**src/rtl/mmu_pkg.sv**
```systemverilog
package mmu_pkg;

    // A channel beat, master to slave
    typedef struct packed {
        logic [2:0]  opcode;
        logic [2:0]  param;
        logic [2:0]  size;      // log2 of byte count
        logic [3:0]  source;
        logic [63:0] address;
        logic [7:0]  mask;
        logic [63:0] data;
        logic        corrupt;
    } tl_a_t;

    // D channel beat, slave to master
    typedef struct packed {
        logic [2:0]  opcode;
        logic [1:0]  param;
        logic [2:0]  size;
        logic [3:0]  source;
        logic [5:0]  sink;
        logic        denied;
        logic [63:0] data;
        logic        corrupt;
    } tl_d_t;

    // Page table entry flag positions
    localparam int PTE_V = 0;
    localparam int PTE_R = 1;
    localparam int PTE_W = 2;
    localparam int PTE_X = 3;

    // PPN field inside an entry
    localparam int PTE_PPN_LSB = 10;
    localparam int PTE_PPN_MSB = 53;

    localparam int PPN_BITS = 44;
    localparam int VPN_BITS = 27;

    // Sv39 geometry
    localparam int PAGE_OFFSET_BITS = 12;
    localparam int VPN_INDEX_BITS   = 9;
    localparam int LEVELS           = 3;   // Root table is level 0 internally

    localparam logic [1:0] PRIV_S = 2'd1;

    // satp.MODE
    localparam int SATP_MODE_MSB = 63;
    localparam int SATP_MODE_LSB = 60;

    localparam logic [2:0] TL_GET        = 3'd4;
    localparam logic [2:0] PTE_SIZE_LOG2 = 3'd3;   // 8 byte entries

endpackage

```
**src/rtl/mmu_bus_switch.sv**
```systemverilog
`timescale 1ns/1ps

module mmu_bus_switch (
    input  logic [1:0]      priv,
    input  logic [63:0]     satp,

    input  mmu_pkg::tl_a_t  virt_a,
    input  logic            virt_a_valid,
    output logic            virt_a_ready,
    output mmu_pkg::tl_d_t  virt_d,
    output logic            virt_d_valid,
    input  logic            virt_d_ready,

    output mmu_pkg::tl_a_t  phy_a,
    output logic            phy_a_valid,
    input  logic            phy_a_ready,
    input  mmu_pkg::tl_d_t  phy_d,
    input  logic            phy_d_valid,
    output logic            phy_d_ready,

    input  mmu_pkg::tl_a_t  xl_a,
    input  logic            xl_a_valid,
    input  logic            xl_consume,
    input  mmu_pkg::tl_d_t  hold_d,
    input  logic            hold_d_valid,
    output logic            paging
);

    // Translation only in S mode with a non-bare satp
    assign paging = (priv == mmu_pkg::PRIV_S) &&
                    (satp[mmu_pkg::SATP_MODE_MSB:mmu_pkg::SATP_MODE_LSB] != '0);

    // A channel
    assign phy_a        = paging ? xl_a : virt_a;
    assign phy_a_valid  = paging ? xl_a_valid : virt_a_valid;
    assign virt_a_ready = paging ? xl_consume : phy_a_ready;

    // D channel, walker always sinks physical responses
    assign virt_d       = paging ? hold_d : phy_d;
    assign virt_d_valid = paging ? hold_d_valid : phy_d_valid;
    assign phy_d_ready  = paging ? 1'b1 : virt_d_ready;

    // Mode flips only while no translated beat is pending on either side
    a_paging_quiet: assert property (
        @(paging) (xl_a_valid !== 1'b1) && (hold_d_valid !== 1'b1)
    ) else $error("paging changed with a translated beat pending");

endmodule

```
**src/rtl/mmu_resp_hold.sv**
```systemverilog
`timescale 1ns/1ps

module mmu_resp_hold (
    input  logic            clk,
    input  logic            rst_n,
    input  logic            resp_expect,
    input  mmu_pkg::tl_d_t  phy_d,
    input  logic            phy_d_valid,
    input  logic            virt_d_ready,
    output mmu_pkg::tl_d_t  hold_d,
    output logic            hold_d_valid,
    output logic            resp_done
);

    logic capture;

    // Only the response of the translated access, one beat deep
    assign capture = resp_expect && phy_d_valid && !hold_d_valid;

    always_ff @(posedge clk or negedge rst_n) begin
        if (!rst_n) begin
            hold_d_valid <= 1'b0;
            resp_done    <= 1'b0;
        end else begin
            resp_done <= hold_d_valid && virt_d_ready;   // Walker may go idle next
            if (capture) begin
                hold_d_valid <= 1'b1;
            end else if (virt_d_ready) begin
                hold_d_valid <= 1'b0;
            end
        end
    end

    always_ff @(posedge clk) begin
        if (capture) begin
            hold_d <= phy_d;
        end
    end

    // Physical slave answers once per translated access
    a_no_overrun: assert property (
        @(posedge clk) disable iff (!rst_n) hold_d_valid |-> !phy_d_valid
    ) else $error("physical response arrived while a beat is held");

endmodule

```
**src/rtl/mmu_top.sv**
```systemverilog
`timescale 1ns/1ps

module mmu_top #(
    parameter logic [3:0] WALK_SOURCE = 4'hf
) (
    input  logic                          clk,
    input  logic                          rst_n,

    input  logic [1:0]                    priv,
    input  logic [63:0]                   satp,

    // Virtual side
    input  mmu_pkg::tl_a_t                virt_a,
    input  logic                          virt_a_valid,
    output logic                          virt_a_ready,
    output mmu_pkg::tl_d_t                virt_d,
    output logic                          virt_d_valid,
    input  logic                          virt_d_ready,

    // Physical side
    output mmu_pkg::tl_a_t                phy_a,
    output logic                          phy_a_valid,
    input  logic                          phy_a_ready,
    input  mmu_pkg::tl_d_t                phy_d,
    input  logic                          phy_d_valid,
    output logic                          phy_d_ready,

    // External TLB
    output logic [mmu_pkg::VPN_BITS-1:0]  tlb_addr,
    input  logic [mmu_pkg::PPN_BITS-1:0]  tlb_rdata,
    input  logic                          tlb_hit,
    output logic [mmu_pkg::PPN_BITS-1:0]  tlb_wdata,
    output logic                          tlb_update,

    output logic                          page_fault,
    output logic [63:0]                   tval
);

    logic           paging;
    mmu_pkg::tl_a_t xl_a;           // Translated or page table request
    logic           xl_a_valid;
    logic           xl_consume;
    mmu_pkg::tl_d_t hold_d;
    logic           hold_d_valid;
    logic           resp_expect;
    logic           resp_done;

    mmu_bus_switch u_switch (
        .priv         (priv),
        .satp         (satp),
        .virt_a       (virt_a),
        .virt_a_valid (virt_a_valid),
        .virt_a_ready (virt_a_ready),
        .virt_d       (virt_d),
        .virt_d_valid (virt_d_valid),
        .virt_d_ready (virt_d_ready),
        .phy_a        (phy_a),
        .phy_a_valid  (phy_a_valid),
        .phy_a_ready  (phy_a_ready),
        .phy_d        (phy_d),
        .phy_d_valid  (phy_d_valid),
        .phy_d_ready  (phy_d_ready),
        .xl_a         (xl_a),
        .xl_a_valid   (xl_a_valid),
        .xl_consume   (xl_consume),
        .hold_d       (hold_d),
        .hold_d_valid (hold_d_valid),
        .paging       (paging)
    );

    mmu_walker #(
        .WALK_SOURCE (WALK_SOURCE)
    ) u_walker (
        .clk          (clk),
        .rst_n        (rst_n),
        .paging       (paging),
        .satp         (satp),
        .virt_a       (virt_a),
        .virt_a_valid (virt_a_valid),
        .phy_a_ready  (phy_a_ready),
        .phy_d        (phy_d),
        .phy_d_valid  (phy_d_valid),
        .tlb_rdata    (tlb_rdata),
        .tlb_hit      (tlb_hit),
        .resp_done    (resp_done),
        .xl_a         (xl_a),
        .xl_a_valid   (xl_a_valid),
        .xl_consume   (xl_consume),
        .resp_expect  (resp_expect),
        .tlb_addr     (tlb_addr),
        .tlb_wdata    (tlb_wdata),
        .tlb_update   (tlb_update),
        .page_fault   (page_fault),
        .tval         (tval)
    );

    mmu_resp_hold u_resp_hold (
        .clk          (clk),
        .rst_n        (rst_n),
        .resp_expect  (resp_expect),
        .phy_d        (phy_d),
        .phy_d_valid  (phy_d_valid),
        .virt_d_ready (virt_d_ready),
        .hold_d       (hold_d),
        .hold_d_valid (hold_d_valid),
        .resp_done    (resp_done)
    );

endmodule

```
**src/rtl/mmu_walker.sv**
```systemverilog
`timescale 1ns/1ps

module mmu_walker #(
    parameter logic [3:0] WALK_SOURCE = 4'hf
) (
    input  logic                          clk,
    input  logic                          rst_n,
    input  logic                          paging,
    input  logic [63:0]                   satp,
    input  mmu_pkg::tl_a_t                virt_a,
    input  logic                          virt_a_valid,
    input  logic                          phy_a_ready,
    input  mmu_pkg::tl_d_t                phy_d,
    input  logic                          phy_d_valid,
    input  logic [mmu_pkg::PPN_BITS-1:0]  tlb_rdata,
    input  logic                          tlb_hit,
    input  logic                          resp_done,
    output mmu_pkg::tl_a_t                xl_a,
    output logic                          xl_a_valid,
    output logic                          xl_consume,
    output logic                          resp_expect,
    output logic [mmu_pkg::VPN_BITS-1:0]  tlb_addr,
    output logic [mmu_pkg::PPN_BITS-1:0]  tlb_wdata,
    output logic                          tlb_update,
    output logic                          page_fault,
    output logic [63:0]                   tval
);

    typedef enum logic [3:0] {
        S_IDLE,
        S_REQ0, S_DAT0,
        S_REQ1, S_DAT1,
        S_REQ2, S_DAT2,
        S_FWD,
        S_WAIT,
        S_FAULT
    } state_t;

    state_t                        state;
    mmu_pkg::tl_a_t                req_q;      // Original virtual request
    logic [63:0]                   pte_q;
    logic [1:0]                    lvl;
    logic [mmu_pkg::PPN_BITS-1:0]  pte_ppn;
    logic                          pte_leaf;
    logic                          pte_ptr;
    logic                          pte_bad;
    logic [63:0]                   keep_mask;
    logic [63:0]                   leaf_pa;
    logic                          start;

    // Get of one entry: table PPN, then VPN index of this level, then 8 byte slot
    function automatic mmu_pkg::tl_a_t pte_read(
        input logic [mmu_pkg::PPN_BITS-1:0] ppn,
        input logic [63:0]                  va,
        input logic [1:0]                   level
    );
        mmu_pkg::tl_a_t                      a;
        logic [mmu_pkg::VPN_INDEX_BITS-1:0]  idx;
        idx = va[mmu_pkg::PAGE_OFFSET_BITS +
                 mmu_pkg::VPN_INDEX_BITS * (mmu_pkg::LEVELS - 1 - level)
                 +: mmu_pkg::VPN_INDEX_BITS];
        a         = '0;
        a.opcode  = mmu_pkg::TL_GET;
        a.size    = mmu_pkg::PTE_SIZE_LOG2;
        a.source  = WALK_SOURCE;
        a.mask    = '1;
        a.address = 64'({ppn, idx, {mmu_pkg::PTE_SIZE_LOG2{1'b0}}});
        return a;
    endfunction

    assign start = (state == S_IDLE) && paging && virt_a_valid;

    // Level of the entry sitting in pte_q
    always_comb begin
        case (state)
            S_DAT1:  lvl = 2'd1;
            S_DAT2:  lvl = 2'd2;
            default: lvl = 2'd0;
        endcase
    end

    assign pte_ppn  = pte_q[mmu_pkg::PTE_PPN_MSB:mmu_pkg::PTE_PPN_LSB];
    assign pte_leaf = pte_q[mmu_pkg::PTE_V] &&
                      (pte_q[mmu_pkg::PTE_R] ||
                       (pte_q[mmu_pkg::PTE_X] && !pte_q[mmu_pkg::PTE_W]));
    assign pte_ptr  = pte_q[mmu_pkg::PTE_V] && !pte_q[mmu_pkg::PTE_R] &&
                      !pte_q[mmu_pkg::PTE_W] && !pte_q[mmu_pkg::PTE_X];
    // Pointer at the last level has nowhere to go
    assign pte_bad  = !pte_leaf && (!pte_ptr || (lvl == mmu_pkg::LEVELS - 1));

    // Superpage keeps the untranslated VPN slices of the virtual address
    assign keep_mask = (64'd1 << (mmu_pkg::PAGE_OFFSET_BITS +
                        mmu_pkg::VPN_INDEX_BITS * (mmu_pkg::LEVELS - 1 - lvl))) - 64'd1;
    assign leaf_pa   = (64'({pte_ppn, {mmu_pkg::PAGE_OFFSET_BITS{1'b0}}}) & ~keep_mask) |
                       (req_q.address & keep_mask);

    always_ff @(posedge clk or negedge rst_n) begin
        if (!rst_n) begin
            state      <= S_IDLE;
            xl_a_valid <= 1'b0;
            tlb_update <= 1'b0;
        end else begin
            tlb_update <= 1'b0;
            case (state)
                S_IDLE: begin
                    if (start) begin
                        xl_a_valid <= 1'b1;
                        state      <= tlb_hit ? S_FWD : S_REQ0;
                    end
                end
                S_REQ0, S_REQ1, S_REQ2: begin
                    if (phy_a_ready) begin
                        xl_a_valid <= 1'b0;
                    end
                    if (phy_d_valid) begin
                        case (state)
                            S_REQ0:  state <= S_DAT0;
                            S_REQ1:  state <= S_DAT1;
                            default: state <= S_DAT2;
                        endcase
                    end
                end
                S_DAT0, S_DAT1, S_DAT2: begin
                    if (pte_bad) begin
                        state <= S_FAULT;
                    end else if (pte_leaf) begin
                        xl_a_valid <= 1'b1;
                        tlb_update <= 1'b1;   // Goes out with the first forward cycle
                        state      <= S_FWD;
                    end else begin
                        xl_a_valid <= 1'b1;
                        state      <= (state == S_DAT0) ? S_REQ1 : S_REQ2;
                    end
                end
                S_FWD: begin
                    if (phy_a_ready) begin
                        xl_a_valid <= 1'b0;
                        state      <= S_WAIT;
                    end
                end
                S_WAIT: begin
                    if (resp_done) begin
                        state <= S_IDLE;
                    end
                end
                default: state <= S_IDLE;   // S_FAULT lasts one cycle
            endcase
        end
    end

    always_ff @(posedge clk) begin
        case (state)
            S_IDLE: begin
                if (start) begin
                    req_q <= virt_a;
                    if (tlb_hit) begin
                        xl_a         <= virt_a;
                        xl_a.address <= 64'({tlb_rdata,
                                             virt_a.address[mmu_pkg::PAGE_OFFSET_BITS-1:0]});
                    end else begin
                        xl_a <= pte_read(satp[mmu_pkg::PPN_BITS-1:0], virt_a.address, 2'd0);
                    end
                end
            end
            S_REQ0, S_REQ1, S_REQ2: begin
                if (phy_d_valid) begin
                    pte_q <= phy_d.data;
                end
            end
            S_DAT0, S_DAT1, S_DAT2: begin
                if (pte_leaf) begin
                    xl_a         <= req_q;
                    xl_a.address <= leaf_pa;
                    tlb_wdata    <= leaf_pa[mmu_pkg::PAGE_OFFSET_BITS +: mmu_pkg::PPN_BITS];
                end else if (pte_ptr) begin
                    xl_a <= pte_read(pte_ppn, req_q.address, lvl + 2'd1);
                end
            end
            default: ;
        endcase
    end

    assign xl_consume  = (state == S_FWD && phy_a_ready) || (state == S_FAULT);
    assign resp_expect = (state == S_FWD) || (state == S_WAIT);  // Response may race the A beat
    assign page_fault  = (state == S_FAULT);
    assign tval        = page_fault ? req_q.address : 64'd0;

    assign tlb_addr = (state == S_IDLE) ?
                      virt_a.address[mmu_pkg::PAGE_OFFSET_BITS +: mmu_pkg::VPN_BITS] :
                      req_q.address[mmu_pkg::PAGE_OFFSET_BITS +: mmu_pkg::VPN_BITS];

    a_fault_pulse: assert property (
        @(posedge clk) disable iff (!rst_n) page_fault |=> !page_fault
    ) else $error("page_fault held longer than one cycle");

    a_update_pulse: assert property (
        @(posedge clk) disable iff (!rst_n) tlb_update |=> !tlb_update
    ) else $error("tlb_update held longer than one cycle");

    // Outstanding beat must stay put until the physical slave takes it
    a_xl_hold: assert property (
        @(posedge clk) disable iff (!rst_n)
        xl_a_valid && !phy_a_ready |=> xl_a_valid && $stable(xl_a)
    ) else $error("translated A beat dropped or changed before ready");

endmodule

```
**config.mk**
```make
export PLATFORM = sky130hd
export DESIGN_NAME = mmu_top
export DESIGN_NICKNAME = d
export VERILOG_FILES = /design/src/rtl/mmu_pkg.sv /design/src/rtl/mmu_bus_switch.sv /design/src/rtl/mmu_resp_hold.sv /design/src/rtl/mmu_top.sv /design/src/rtl/mmu_walker.sv
export SDC_FILE = /design/constraint.sdc
export NUM_CORES = 1
export LEC_CHECK = 0
export ABC_AREA = 1
export CAP_MARGIN = 30
export CORE_AREA = 8 8 274 276
export CTS_BUF_LIST = sky130_fd_sc_hd__clkbuf_16
export DETAILED_ROUTE_END_ITERATION = 10
export DIE_AREA = 0 0 282 284
export DONT_BUFFER_PORTS = 1
export PLACE_DENSITY_LB_ADDON = 0.2
export SYNTH_ARGS = -nofsm -noshare
export SYNTH_HDL_FRONTEND = slang
export SYNTH_HIERARCHICAL = 1
export SYNTH_SLANG_ARGS = --single-unit
```
**constraint.sdc**
```tcl
create_clock -name clk -period 13.9 [get_ports clk]
set_input_delay 2.78 -clock clk [delete_from_list [all_inputs] [get_ports clk]]
set_output_delay 2.78 -clock clk [all_outputs]
set_load 0.05 [all_outputs]
```
==> flow_summary.json <==
{
  "run_status": "complete, no violations",
  "worst_ep_arrival_time_ns": 5.84,
  "max_freq_mhz": 116.0,
  "cap_violations": 0,
  "ys_types": 45,
  "synth_area_um2": 23440,
  "cts_hold_buf": 0,
  "max_stage_delay_ns": 0.85,
  "antenna_cells": 0,
  "power.leakage_nw": 10.31,
  "internal_power_mw": 3.246,
  "io_pins": 726,
  "drc": 0,
  "die_w_um": 282,
  "cts_setup_buffers": 0,
  "hold_viol": 0,
  "power.share.clock": 0.259,
  "dr.pass1.iters": 5,
  "r2r_setup_slack_ns": 8.77,
  "postLayoutCellArea_um2": 25980,
  "wl_per_cell_um": 27.55,
  "finClkSkew_ns": 0.03363,
  "crit_path_frequent_cell": "buf_4",
  "placed_area_um2": 24170,
  "peakVddDrop_uv": 111.0,
  "endpoint_kind": "output port",
  "clock_latency_ns": 0.61,
  "critPathRequiredTime_ns": 11.12,
  "final_cell_mix": "806 x nand2_1, 476 x edfxtp_1, 392 x nand3_1",
  "grt_pass1_wl_um": 130300,
  "syn2layout_area_growth_pct": 10.82,
  "setup_viol": 0,
  "final_common_cell": "nand2_1",
  "start_util": 0.3313,
  "place_hpwl_um": 63410,
  "path_cells": "inv_1 > nor2_4 > buf_4 > buf_4 > buf_4 > nand3_1 > nand2_1",
  "yosysWarnings": 6,
  "antenna_found_initial": 1,
  "setup_tns_ns": 0,
  "vias": 18360,
  "hold_class": "reg -> reg",
  "dieArea_um2": 80090,
  "start_kind": "primary input",
  "fillers": 7154,
  "grt_max_degree": 151,
  "io_buffers": 0,
  "post_cts_resize_count": 0,
  "cts_max_path_buffers": 3,
  "rsz0062_at_grt": "false",
  "wl_um": 91210,
  "place_congestion": 0.8988,
  "worst_slew_pin_slew_ns": 1.148,
  "power_density_nw_per_um2": 211.9,
  "p_switching_mw": 2.259,
  "drt_iter0_markers": 1999,
  "seq_power_share": 0.415,
  "fp-row-count": 98,
  "cts_tree": "yes",
  "dp_cells": 3205,
  "syn_avg_cell_area_um2": 9.759,
  "h-tree-depth": 2,
  "period_minus_slack_ns": 8.620,
  "path_clk_slew_ns": 0.06,
  "grt_use_total": 0.2164,
  "synthCells": 2402,
  "ys_seq_elements": 484,
  "fp.coreArea_um2": 70750,
  "seq_area_frac_synth": 0.6183,
  "p_sw_frac": 0.4103,
  "avgViaCountPerCell": 5.547,
  "clock_sinks": 484,
  "min_period_over_period": 0.6201,
  "drive_gt1_frac": 0.06102,
  "critPathMaxFanout": 81,
  "cts-root-buf": "clkbuf_16",
  "overflow": 0,
  "final-max-slew-violation-count": 0,
  "fin_cells": 3310,
  "crit_type": "in -> out",
  "die_h_um": 284,
  "cts_buffers": 56,
  "max_slew_margin": 0.2349,
  "cp_slowest_cell": "buf_4",
  "combPwrFrac": 0.326,
  "grt_pass1_vias": 17950,
  "nets": 2672,
  "whs_ns": 0.4504,
  "antenna_left": 0
}
## critical path: cells and delay by family
kind | cells | cell delay [ns]
and+or+nand+nor | 3 | 0.76
buffers and inverters | 4 | 2.14
## worst paths after layout
path | endpoint | start | cells after the start
worst max-delay path | phy_a[112] | priv[0] | 7
worst min-delay path | u_walker/tlb_wdata[37] | u_walker/pte_q[47] | 0
worst max register to register | u_walker/xl_a[134] | u_walker/state[0] | 7
worst min register to register | u_walker/tlb_wdata[37] | u_walker/pte_q[47] | 0
max in group asynchronous | u_resp_hold/resp_done | rst_n | 0
min in group asynchronous | u_walker/tlb_update | rst_n | 0
## Yosys cell counts, drive strengths merged
cell type / instances / share of area
buf: 119 / 0.028
o31ai: 3 / 0.00096
inv: 126 / 0.020
nand4: 1 / 0.00027
a22oi: 1 / 0.00032
a21oi: 9 / 0.0019
a21boi: 1 / 0.00032
nor3: 4 / 0.0011
a2bb2oi: 1 / 0.00037
nand2: 812 / 0.13
clkbuf: 73 / 0.012
dfrtp: 8 / 0.0085
or4: 1 / 0.00032
a32o: 72 / 0.031
a211oi: 1 / 0.00032
edfxtp: 476 / 0.61
o211ai: 7 / 0.0022
o21a: 6 / 0.0019
conb: 2 / 0.00032
xor2: 1 / 0.00037
a221oi: 4 / 0.0015
o211a: 1 / 0.00043
o22ai: 4 / 0.0011
nor2: 136 / 0.023
ha: 6 / 0.0032
a311oi: 6 / 0.0022
a31oi: 27 / 0.0072
clkinv: 2 / 0.00032
mux2i: 5 / 0.0021
nand3: 394 / 0.084
o21ai: 71 / 0.015
o21bai: 2 / 0.00064
o221ai: 5 / 0.0019
o32a: 15 / 0.0064
## registers in the layout, indices dropped and copies added (netlist names)
register	flops
u_walker/req_q	150
u_walker/xl_a_valid	1
u_walker/pte_q	48
u_walker/tlb_wdata	44
u_walker/tlb_update	1
u_walker/state	4
u_resp_hold/hold_d_valid	1
u_resp_hold/hold_d	84
u_resp_hold/resp_done	1
u_walker/xl_a	150
## layer usage
layer	global-route usage	share of wire	vias up
met4	0.05429	0.025	2
met5	0	0.00014	-
li1	-	-	8165
met1	0.2687	0.39	9052
met2	0.3677	0.50	1014
met3	0.06116	0.093	129
## through the flow
| step | worst slack [ns] | total power [mW] | util |
|---|---|---|---|
| final | 5.280 | 5.505 | 0.3672 |
| after floorplan | 4.106 | 3.650 | - |
| after global routing | 5.105 | 5.742 | 0.3672 |
| after detailed placement | 5.238 | 4.103 | 0.3416 |
| after CTS | 5.234 | 5.535 | 0.3664 |
| after global placement | 5.010 | 4.060 | 0.3393 |
## cell type report
cell class,count,area (um2),area share
multi-input combinational,1606,7644,0.2943
clock buffer,56,1401,0.05395
timing repair buffer,39,409.1,0.01575
inverter,128,486.7,0.01874
sequential,484,14490,0.5580
tap,950,1189,0.04576
clock inverter,47,352.8,0.01358
## logic make-up (layout without fill, tap and decap cells)
group           count (synthesis)  count (layout)  synth area share
fa+ha+maj                       6               6          0.003203
compound gates                236             236           0.07564
mux                             5               5          0.002135
flops                         484             484            0.6183
other cells                     2              10         0.0003204
buf+inv                       320             270           0.06027
xor+xnor                        1               1         0.0003737
simple gates                 1348            1348            0.2397
## power by group through the flow
stage | clock, mW | combinational [mW] | sequential (mW)
6_report | 1.43 | 1.79 | 2.29
5_1_grt | 1.51 | 1.92 | 2.32
4_1_cts | 1.46 | 1.79 | 2.29
3_5_place_dp | 0 | 1.79 | 2.32
3_3_place_gp | 0 | 1.76 | 2.30
2_1_floorplan | 0 | 1.35 | 2.30
Note: power is estimated with default switching activity, not from simulation.
